`config.mk`:
```
export PLATFORM = sky130hd
export DESIGN_NAME = mul_unit_top
export DESIGN_NICKNAME = d
export VERILOG_FILES = /design/src/source/mul_pkg.sv /design/src/source/mul_unit_top.sv /design/src/source/compressor_tree.sv /design/src/source/partial_product_gen.sv /design/src/source/compressor_row.sv /design/src/source/compressor_4to2.sv
export VERILOG_INCLUDE_DIRS = /design/src /design/src/source
export SDC_FILE = /design/constraint.sdc
export NUM_CORES = 2
export LEC_CHECK = 0
export BUFFER_PORTS_ARGS = -buffer_cell sky130_fd_sc_hd__buf_2
export CAP_MARGIN = 20
export CELL_PAD_IN_SITES_DETAIL_PLACEMENT = 0
export CELL_PAD_IN_SITES_GLOBAL_PLACEMENT = 1
export CORE_MARGIN = 2
export CORE_UTILIZATION = 30
export CTS_CLUSTER_SIZE = 24
export DETAILED_ROUTE_END_ITERATION = 10
export PLACE_DENSITY = 0.57
export SKIP_CTS_REPAIR_TIMING = 1
export SYNTH_ARGS = -nofsm -noshare
export SYNTH_HDL_FRONTEND = slang
export SYNTH_SLANG_ARGS = --single-unit
```
`constraint.sdc`:
```
create_clock -name clk_i -period 7.41 [get_ports clk_i]
set_input_delay 0.3705 -clock clk_i [delete_from_list [all_inputs] [get_ports clk_i]]
set_output_delay 0.3705 -clock clk_i [all_outputs]
set_load 0.01 [all_outputs]
```
`src/source/mul_consts.svh`:
```
`ifndef MUL_CONSTS_SVH
`define MUL_CONSTS_SVH

// operand and field widths
`define MUL_DATA_LEN    32
`define MUL_FUNC3_WIDTH 3
`define MUL_TAG_WIDTH   5

// funct3 codes of the M extension multiplies
`define MUL_FUNC3_MUL    3'b000
`define MUL_FUNC3_MULH   3'b001
`define MUL_FUNC3_MULHSU 3'b010
`define MUL_FUNC3_MULHU  3'b011

`endif
```
`src/source/mul_pkg.sv`:
```
`default_nettype none

`include "mul_consts.svh"

package mul_pkg;

    // request from the issue stage
    typedef struct packed {
        logic [`MUL_DATA_LEN-1:0]    op1;
        logic [`MUL_DATA_LEN-1:0]    op2;
        logic [`MUL_FUNC3_WIDTH-1:0] func3;
        logic [`MUL_TAG_WIDTH-1:0]   tag;
    } mul_req_t;

    // full product back to the rob
    typedef struct packed {
        logic [2*`MUL_DATA_LEN-1:0] result;
        logic [`MUL_TAG_WIDTH-1:0]  tag;
    } mul_resp_t;

    typedef struct packed {
        logic op1_signed;
        logic op2_signed;
    } mul_sign_t;

    // one product-width row per multiplier bit
    typedef logic [`MUL_DATA_LEN-1:0][2*`MUL_DATA_LEN-1:0] pp_rows_t;

endpackage

`default_nettype wire

```
`src/source/mul_unit_top.sv`:
```
`default_nettype none

`include "mul_consts.svh"

module mul_unit_top
    import mul_pkg::*;
(
    input  wire logic     clk_i,
    input  wire logic     rst_n_i,
    input  wire logic     valid_i,
    input  wire mul_req_t req_i,
    output logic          valid_o,
    output mul_resp_t     resp_o
);

    localparam int PROD_W = 2 * `MUL_DATA_LEN;

    logic                      valid_s1;
    mul_req_t                  req_s1;
    logic                      valid_s2;
    logic [`MUL_TAG_WIDTH-1:0] tag_s2;
    logic [PROD_W-1:0]         sum_s2;
    logic [PROD_W-1:0]         carry_s2;
    pp_rows_t                  pp_rows;
    logic [PROD_W-1:0]         tree_sum;
    logic [PROD_W-1:0]         tree_carry;

    ////////////////////
    // valid pipeline
    ////////////////////

    always_ff @(posedge clk_i or negedge rst_n_i) begin
        if (!rst_n_i) begin
            valid_s1 <= 1'b0;
            valid_s2 <= 1'b0;
            valid_o  <= 1'b0;
        end else begin
            valid_s1 <= valid_i;
            valid_s2 <= valid_s1;
            valid_o  <= valid_s2;
        end
    end

    ////////////////////
    // datapath
    ////////////////////

    partial_product_gen u_ppgen (
        .req_i  (req_s1),
        .rows_o (pp_rows)
    );

    compressor_tree #(
        .NUM_ROWS (`MUL_DATA_LEN)
    ) u_tree (
        .rows_i  (pp_rows),
        .sum_o   (tree_sum),
        .carry_o (tree_carry)
    );

    // data regs only load on a valid stage
    always_ff @(posedge clk_i) begin
        if (valid_i) begin
            req_s1 <= req_i;
        end
        if (valid_s1) begin
            sum_s2   <= tree_sum;
            carry_s2 <= tree_carry;
            tag_s2   <= req_s1.tag;
        end
        if (valid_s2) begin
            // final carry-propagate add
            resp_o.result <= sum_s2 + carry_s2;
            resp_o.tag    <= tag_s2;
        end
    end

endmodule

`default_nettype wire

```
`src/source/compressor_tree.sv`:
```
`default_nettype none

`include "mul_consts.svh"

module compressor_tree
    import mul_pkg::*;
#(
    parameter int NUM_ROWS = `MUL_DATA_LEN
) (
    input  wire pp_rows_t                   rows_i,
    output logic      [2*`MUL_DATA_LEN-1:0] sum_o,
    output logic      [2*`MUL_DATA_LEN-1:0] carry_o
);

    localparam int PROD_W     = 2 * `MUL_DATA_LEN;
    localparam int NUM_STAGES = $clog2(NUM_ROWS) - 1;
    localparam int NUM_NODES  = 2 * NUM_ROWS - 2;

    // rows of all stages back to back
    // stage s starts at 2*NUM_ROWS - (2*NUM_ROWS >> s)
    logic [PROD_W-1:0] node [NUM_NODES];

    for (genvar r = 0; r < NUM_ROWS; r++) begin : g_load
        assign node[r] = rows_i[r];
    end

    ////////////////////
    // reduction stages
    ////////////////////

    for (genvar s = 0; s < NUM_STAGES; s++) begin : g_stage
        localparam int IN_OFF  = 2*NUM_ROWS - ((2*NUM_ROWS) >> s);
        localparam int OUT_OFF = 2*NUM_ROWS - ((2*NUM_ROWS) >> (s+1));
        localparam int NUM_GRP = (NUM_ROWS >> s) / 4;

        // each group of four rows leaves a sum row and a carry row
        for (genvar g = 0; g < NUM_GRP; g++) begin : g_grp
            compressor_row u_row (
                .a_i     (node[IN_OFF + 4*g]),
                .b_i     (node[IN_OFF + 4*g + 1]),
                .c_i     (node[IN_OFF + 4*g + 2]),
                .d_i     (node[IN_OFF + 4*g + 3]),
                .sum_o   (node[OUT_OFF + 2*g]),
                .carry_o (node[OUT_OFF + 2*g + 1])
            );
        end
    end

    // last stage output, two rows
    assign sum_o   = node[NUM_NODES-2];
    assign carry_o = node[NUM_NODES-1];

endmodule

`default_nettype wire

```
`src/source/partial_product_gen.sv`:
```
`default_nettype none

`include "mul_consts.svh"

module partial_product_gen
    import mul_pkg::*;
(
    input  wire mul_req_t req_i,
    output pp_rows_t      rows_o
);

    localparam int N = `MUL_DATA_LEN;

    mul_sign_t           sign;
    logic [N-1:0][N-1:0] mcand;
    logic                top_fix;

    ////////////////////
    // signedness decode
    ////////////////////

    always_comb begin
        case (req_i.func3)
            `MUL_FUNC3_MULHSU: begin
                sign.op1_signed = 1'b1;
                sign.op2_signed = 1'b0;
            end
            `MUL_FUNC3_MULHU: begin
                sign.op1_signed = 1'b0;
                sign.op2_signed = 1'b0;
            end
            // MUL, MULH and unknown codes
            default: begin
                sign.op1_signed = 1'b1;
                sign.op2_signed = 1'b1;
            end
        endcase
    end

    ////////////////////
    // partial products
    ////////////////////

    always_comb begin
        for (int i = 0; i < N-1; i++) begin
            mcand[i] = req_i.op1 & {N{req_i.op2[i]}};
        end

        // msb of a signed op2 weighs -2^31, so that row takes -op1
        if (sign.op2_signed) begin
            mcand[N-1] = {N{req_i.op2[N-1]}} & (~req_i.op1 + 1'b1);
        end else begin
            mcand[N-1] = {N{req_i.op2[N-1]}} & req_i.op1;
        end
    end

    // bit 63 of the last row holds for op1 = 0 and the most negative op1 too
    assign top_fix = ((sign.op1_signed & req_i.op1[N-1]) ^ (sign.op2_signed & req_i.op2[N-1]))
                   & req_i.op2[N-1] & mcand[N-1][N-1];

    always_comb begin
        for (int i = 0; i < N-1; i++) begin
            // sign-extend then shift so bits above 63 fall off
            rows_o[i] = {{N{sign.op1_signed & req_i.op2[i] & req_i.op1[N-1]}}, mcand[i]} << i;
        end
        rows_o[N-1] = {top_fix, mcand[N-1], {(N-1){1'b0}}};
    end

endmodule

`default_nettype wire

```
`src/source/compressor_row.sv`:
```
`default_nettype none

`include "mul_consts.svh"

module compressor_row (
    input  wire logic [2*`MUL_DATA_LEN-1:0] a_i,
    input  wire logic [2*`MUL_DATA_LEN-1:0] b_i,
    input  wire logic [2*`MUL_DATA_LEN-1:0] c_i,
    input  wire logic [2*`MUL_DATA_LEN-1:0] d_i,
    output logic      [2*`MUL_DATA_LEN-1:0] sum_o,
    output logic      [2*`MUL_DATA_LEN-1:0] carry_o
);

    localparam int PROD_W = 2 * `MUL_DATA_LEN;

    logic [PROD_W-1:0] lat_carry;
    logic [PROD_W-1:0] col_carry;

    // one cell per column
    for (genvar j = 0; j < PROD_W; j++) begin : g_col
        logic cin;

        if (j == 0) begin : g_first
            assign cin = 1'b0;
        end else begin : g_next
            assign cin = lat_carry[j-1];
        end

        compressor_4to2 u_cell (
            .in1_i   (a_i[j]),
            .in2_i   (b_i[j]),
            .in3_i   (c_i[j]),
            .in4_i   (d_i[j]),
            .cin_i   (cin),
            .sum_o   (sum_o[j]),
            .carry_o (col_carry[j]),
            .cout_o  (lat_carry[j])
        );
    end

    // carry has weight two, product is mod 2^64
    assign carry_o = {col_carry[PROD_W-2:0], 1'b0};

endmodule

`default_nettype wire

```
`src/source/compressor_4to2.sv`:
```
`default_nettype none

module compressor_4to2 (
    input  wire logic in1_i,
    input  wire logic in2_i,
    input  wire logic in3_i,
    input  wire logic in4_i,
    input  wire logic cin_i,
    output logic      sum_o,
    output logic      carry_o,
    output logic      cout_o
);

    logic fa1_sum;

    // first full adder, independent of cin so no ripple along the row
    assign fa1_sum = in1_i ^ in2_i ^ in3_i;
    assign cout_o  = (in1_i & in2_i) | (in1_i & in3_i) | (in2_i & in3_i);

    // second full adder folds in in4 and the lateral carry
    assign sum_o   = fa1_sum ^ in4_i ^ cin_i;
    assign carry_o = (fa1_sum & in4_i) | (fa1_sum & cin_i) | (in4_i & cin_i);

endmodule

`default_nettype wire

```
======== After elaboration in Yosys (flattened, before gate mapping) ========
Index checks and enable logic that the tools add are counted.
word-level totals
  output and inout port bits .............. 70
  flip-flop bits (word level) ............. 268
  input bits .............................. 75
cells by class
  bitwise operators ....................... 7472
  add/sub/neg operators ................... 2
  multiplexer cells ....................... 2
  eq/ne operators ......................... 2
operators by type and width
  cell                                                              count
  1-bit AND                                                         3225
  1-bit XOR                                                         2129
  1-bit bitwise OR                                                  2084
  32-bit AND                                                        33
  64-bit adder                                                      1
  32-bit by 1-bit adder with 32-bit output (second input constant)  1
  32-bit 2-to-1 mux                                                 1
  32-bit NOT                                                        1
  3-bit by 2-bit == test with 1-bit output (second input constant)  2
  2-bit one-hot mux with 2 select lines                             1

======== Depth between registers and ports, before layout ========
  depth in word-level cells ............... 28
  gate-level depth with buffers ........... 22

======== Cells and area by module ========
Synthesis repeated with hierarchy kept, for this count alone.
second synthesis, totals
  cells, all modules ...................... 13804
  area total of the unflattened synthesis .. 102295.6 um2
modules (own cells, without submodules)
  module               sequential area each (um2)  instances  area each (um2)  cells an instance
  compressor_4to2      0.0                         960        70.1             10
  partial_product_gen  0.0                         1          15836.4          2424
  mul_unit_top         8303.0                      1          11931.4          805
  compressor_row       0.0                         15         484.2            65

======== Worst setup path before layout ========
No wires, ideal clock.
  path type ............................... flip-flop to flip-flop
  start ................................... reg req_s1[7] (netlist name)
  end ..................................... reg sum_s2[49] (data pin)
  data arrival time ....................... 7.016 ns
  slack ................................... 0.125 ns
  stages on the path, launching flop included .. 19
  path through ............................ edfxtp_1 -> nor2b_1 -> clkbuf_1 -> a21boi_0 -> clkbuf_1 -> nand2_1 -> inv_1 -> fa_1 -> inv_1 -> fa_1 -> inv_1 -> fa_1 -> fa_1 -> fa_1 -> fa_1 -> inv_1 -> fa_1 -> inv_1 -> fa_1
on the way
  cells in the longest elaborated chain, start to end .. 26
  elaborated cells between the ends (all ways) .. 314
  classes of those cells .................. eq/ne (2); mux (2); bitwise (310)
RTL lines
  what                                                         line                                          text
  from (decl)                                                  mul_unit_top.sv:19                            mul_req_t req_s1;
  from (signal assigned)                                       mul_unit_top.sv:64                            req_s1 <= req_i;
  3-bit by 2-bit == test with 1-bit output                     partial_product_gen.sv:23                     case (req_i.func3)
  2-bit one-hot mux with 2 select lines *                      partial_product_gen.sv:23
  1-bit AND (2 in a row)                                       partial_product_gen.sv:64                     rows_o[i] = {{N{sign.op1_signed & req_i.op2[i] & req_i.op1[N-1]}}, mcand[i]} << i;
  1-bit AND                                                    compressor_4to2.sv:18                         assign cout_o = (in1_i & in2_i) | (in1_i & in3_i) | (in2_i & in3_i);
  1-bit bitwise OR (2 in a row)                                compressor_4to2.sv:18
  1-bit AND                                                    compressor_4to2.sv:22                         assign carry_o = (fa1_sum & in4_i) | (fa1_sum & cin_i) | (in4_i & cin_i);
  1-bit bitwise OR (2 in a row)                                compressor_4to2.sv:22
  1-bit AND                                                    --
  (+6 left out)                                                --
  1-bit bitwise OR (2 in a row)                                compressor_4to2.sv:18
  1-bit AND                                                    compressor_4to2.sv:22
  1-bit bitwise OR (2 in a row)                                compressor_4to2.sv:22
  1-bit XOR or 1-bit AND (tied branches)                       compressor_4to2.sv:17, compressor_4to2.sv:18
  1-bit XOR or 1-bit bitwise OR (tied branches)                compressor_4to2.sv:17, compressor_4to2.sv:18
  1-bit XOR or 1-bit bitwise OR (tied branches)                compressor_4to2.sv:21, compressor_4to2.sv:18
  1-bit XOR *                                                  compressor_4to2.sv:21                         assign sum_o = fa1_sum ^ in4_i ^ cin_i;
  via u_tree.g_stage[3].g_grp[0].u_row.g_col[49].u_cell.sum_o  compressor_4to2.sv:9                          output logic sum_o,
  to (signal assigned)                                         mul_unit_top.sv:67                            sum_s2 <= tree_sum;
  to (decl)                                                    mul_unit_top.sv:22                            logic [PROD_W-1:0] sum_s2;
Mark *: on every way through the listed nets, which the timed path passes. The rest lies on a longest branch.
A chain may end at the register's enable or synchronous reset.

======== Worst setup path after layout ========
  start ................................... reg req_s1[7] (netlist name)
  end ..................................... reg sum_s2[55] (data pin)
on the way
  cells in the longest elaborated chain, start to end .. 26
  elaborated cells between the ends (all ways) .. 340
  classes of those cells .................. eq/ne (2); mux (2); bitwise (336)
RTL lines
  what                                                         line
  3-bit by 2-bit == test with 1-bit output                     partial_product_gen.sv:23
  2-bit one-hot mux with 2 select lines *                      partial_product_gen.sv:23
  1-bit AND (2 in a row)                                       partial_product_gen.sv:64
  1-bit AND                                                    compressor_4to2.sv:18
  1-bit bitwise OR (2 in a row)                                compressor_4to2.sv:18
  1-bit AND                                                    compressor_4to2.sv:22
  1-bit bitwise OR (2 in a row)                                compressor_4to2.sv:22
  1-bit AND                                                    --
  (+6 left out)                                                --
  1-bit bitwise OR (2 in a row)                                --
  1-bit AND                                                    --
  1-bit bitwise OR (2 in a row)                                --
  1-bit XOR or 1-bit AND (tied branches)                       --
  1-bit XOR or 1-bit bitwise OR (tied branches)                compressor_4to2.sv:17, compressor_4to2.sv:18
  1-bit XOR or 1-bit bitwise OR (tied branches)                compressor_4to2.sv:21, compressor_4to2.sv:18
  1-bit XOR *                                                  compressor_4to2.sv:21
  via u_tree.g_stage[3].g_grp[0].u_row.g_col[55].u_cell.sum_o  compressor_4to2.sv:9
Marks and branches as above.

==> reports/qor.txt <==
Outcome: completed
Global placement routability congestion: 0.834
Routed wire length: 119000 um
First-pass GRT wire length: 186000 um
Iteration-0 DRC Markers: 1244
CTS buffer count: 38
Syn Inst Count: 3865
Chip Height: 384 um
Crit-path max FO: 31
Critical path arrival: 7.12 ns
Maximum number of pins on one net before global-route repair: 66
Antenna-violating nets left: 0
Relative slew slack: 24.5%
Aggregate global-route resource usage: 16.7%
Die area: 0.147 mm^2
Most common cell after layout, fill and taps aside: fa_1
Clock transition at path regs: 0.06 ns
Startpoint types: flip-flop
Register area share after synthesis: 18.6%
Num rows: 139
Worst Skew: 0.0234 ns
Setup Crit Path Kind: reg2reg
DP Wirelength: 96500 um
Share of layout cells above drive strength 1: 7.67%
Slowest CP cell: fa_1
Initial Util: 30.2%
Worst-Margin Slew: 1.13 ns
Antenna violations before repair: 7
Worst path most repeated cell: fa_1
Library cells used by synthesis: 56
Max cap viols: 0
Total negative setup slack: 0 ns
Area Growth Syn to Fin: 11.4%
DR WL/cell: 20.1 um
Critical Path Sink Type: flip-flop
Vias per cell: 4.46
CTS H-tree lvls: 2
Root cell of the clock tree: clkbuf_16
DR DRC count: 0
I/O pin count: 145
Top_reg_cell synth: edfxtp_1
Total iterations of the first detailed-routing run: 5
Core area: 0.143 mm^2
FFs w/ async S/R, synth: 1.12%
Nets: 5242
Routed vias: 26400
Unrepaired setup endpoints after global routing: no
CTS tree: built
Crit path cell chain: nor2b_1, a21boi_2, buf_4, nand2_1, inv_1, fa_1, inv_1, fa_1, inv_1, fa_1, fa_1, fa_1, fa_1, buf_4, fa_1, fa_1
Final slew viol count: 0
Post-route minimum period: 6.79 ns
Syn_nets: 5117
Mean Syn Cell Area: 11.2 um^2
Hold Violations, Final: 0
Final setup violating endpoints: 0
Input/output buffers: 144
Worst min-delay path class: in2reg
Chip width: 384 um
Yosys warns: 0
Sink Count: 268
Delay of the slowest critical-path stage: 0.85 ns
Number of global-route vias before repair: 29200
Fmax: 147 MHz
Clock Path Buffers: 3
Worst skew pair latency: 0.59 ns
Synthesized area: 0.0432 mm^2
EDFF count, synth: 265
Fin crit share: 91.6%
Gr ovfl total: 0
Commonest cells after routing, fill and taps aside: fa_1 (1043), and2_1 (941), inv_1 (695)
Worst Path Required: 7.74 ns
Flops & latches, synth: 268
[cell families after synthesis]
family | Yosys count | synth area share (%)
AOI/OAI and AO/OA | 205 | 2.98
xor gates and xnor gates | 87 | 1.76
adders and majority gates | 1177 | 52.2
DFF | 268 | 18.6
and+or+nand+nor | 1217 | 16.5
buffers and inverters | 911 | 8.00
[Yosys cell counts, types with 3 or more instances]
cell type	n	area share [%]
a211oi_1	9	0.16
a21boi_0	5	0.087
a21o_1	22	0.38
a21oi_1	68	0.79
a221o_1	3	0.069
a31oi_1	8	0.12
and2_1	941	14
and3_1	8	0.12
buf_4	6	0.10
clkbuf_1	206	1.8
dfrtp_1	3	0.17
edfxtp_1	265	18
fa_1	1043	48
ha_1	134	3.9
inv_1	695	6.0
nand2_1	151	1.3
nand2b_1	14	0.20
nand3_1	10	0.12
nand4_1	4	0.058
nor2_1	45	0.39
nor2b_1	6	0.087
nor3_1	12	0.14
nor4_1	4	0.058
o211ai_1	5	0.087
o21a_1	7	0.12
o21ai_0	45	0.52
o21bai_1	7	0.12
o31ai_1	9	0.16
o41ai_1	3	0.061
or3_1	10	0.14
xnor2_1	61	1.2
xor2_1	26	0.53
[through the flow]
stage | instance area, um^2 | setup WS (ns) | util (%) | instances | hold WS, ns
after floorplan | 43200 | 0.125 | - | 3865 | 0.0749
after global routing | 48200 | 0.232 | 33.6 | 5922 | 0.00148
final | 48200 | 0.624 | 33.6 | 5922 | 0.0191
after global placement | 46100 | 0.581 | 32.2 | 5783 | 0.165
after CTS | 47400 | 0.549 | 33.1 | 5851 | -0.477
after detailed placement | 46200 | 0.561 | 32.2 | 5784 | 0.166
[area by class of cell]
type                            instances  area [um^2]
Clock buffer                           43          970
Antenna cell                            2         5.00
Tap cell                             1903         2380
Sequential cell                       268         8040
Clock inverter                         24          260
Multi-Input combinational cell       2686        31700
Timing Repair Buffer                  301         2150
Inverter                              695         2610
Fill cell                           14700        95200
[state kept, by name (all words and copies together) (netlist names)]
name and count:
valid_s2 1, valid_s1 1, carry_s2 55, valid_o 1
resp_o 69, req_s1 72, sum_s2 64, tag_s2 5
[routing by layer]
metal | routed length, um | GRT usage, % | vias up
met1 | 56500 | 23.8 | 14200
met2 | 56700 | 27.4 | 353
met5 | 0 | 0 | -
li1 | - | - | 11700
met4 | 2350 | 3.41 | 0
met3 | 3360 | 1.77 | 102
[worst max-delay path, delay by kind of cell (launching register included)]
family / cells / cell delay [ns]
buf+inv: 5 / 0.85
flops: 1 / 0.38
simple gates: 2 / 0.35
fa+ha+maj: 8 / 4.83
compound gates: 1 / 0.07
[worst paths after layout]
kind / from / to / slack [ns] / cells after the start
worst max-delay path: req_s1[7] / sum_s2[55] / 0.62 / 16
worst min-delay path: req_i[25] / req_s1[25] / 0.02 / 1
worst max register to register: req_s1[7] / sum_s2[55] / 0.62 / 16
worst min register to register: sum_s2[5] / resp_o[10] / 0.42 / 0
max in group asynchronous: rst_n_i / valid_s1 / 7.17 / 2
min in group asynchronous: rst_n_i / valid_s2 / 0.12 / 2
Power is left out: the tool's default activity adds up to more than one toggle a clock period on the data nets, which glitch-free logic cannot reach.
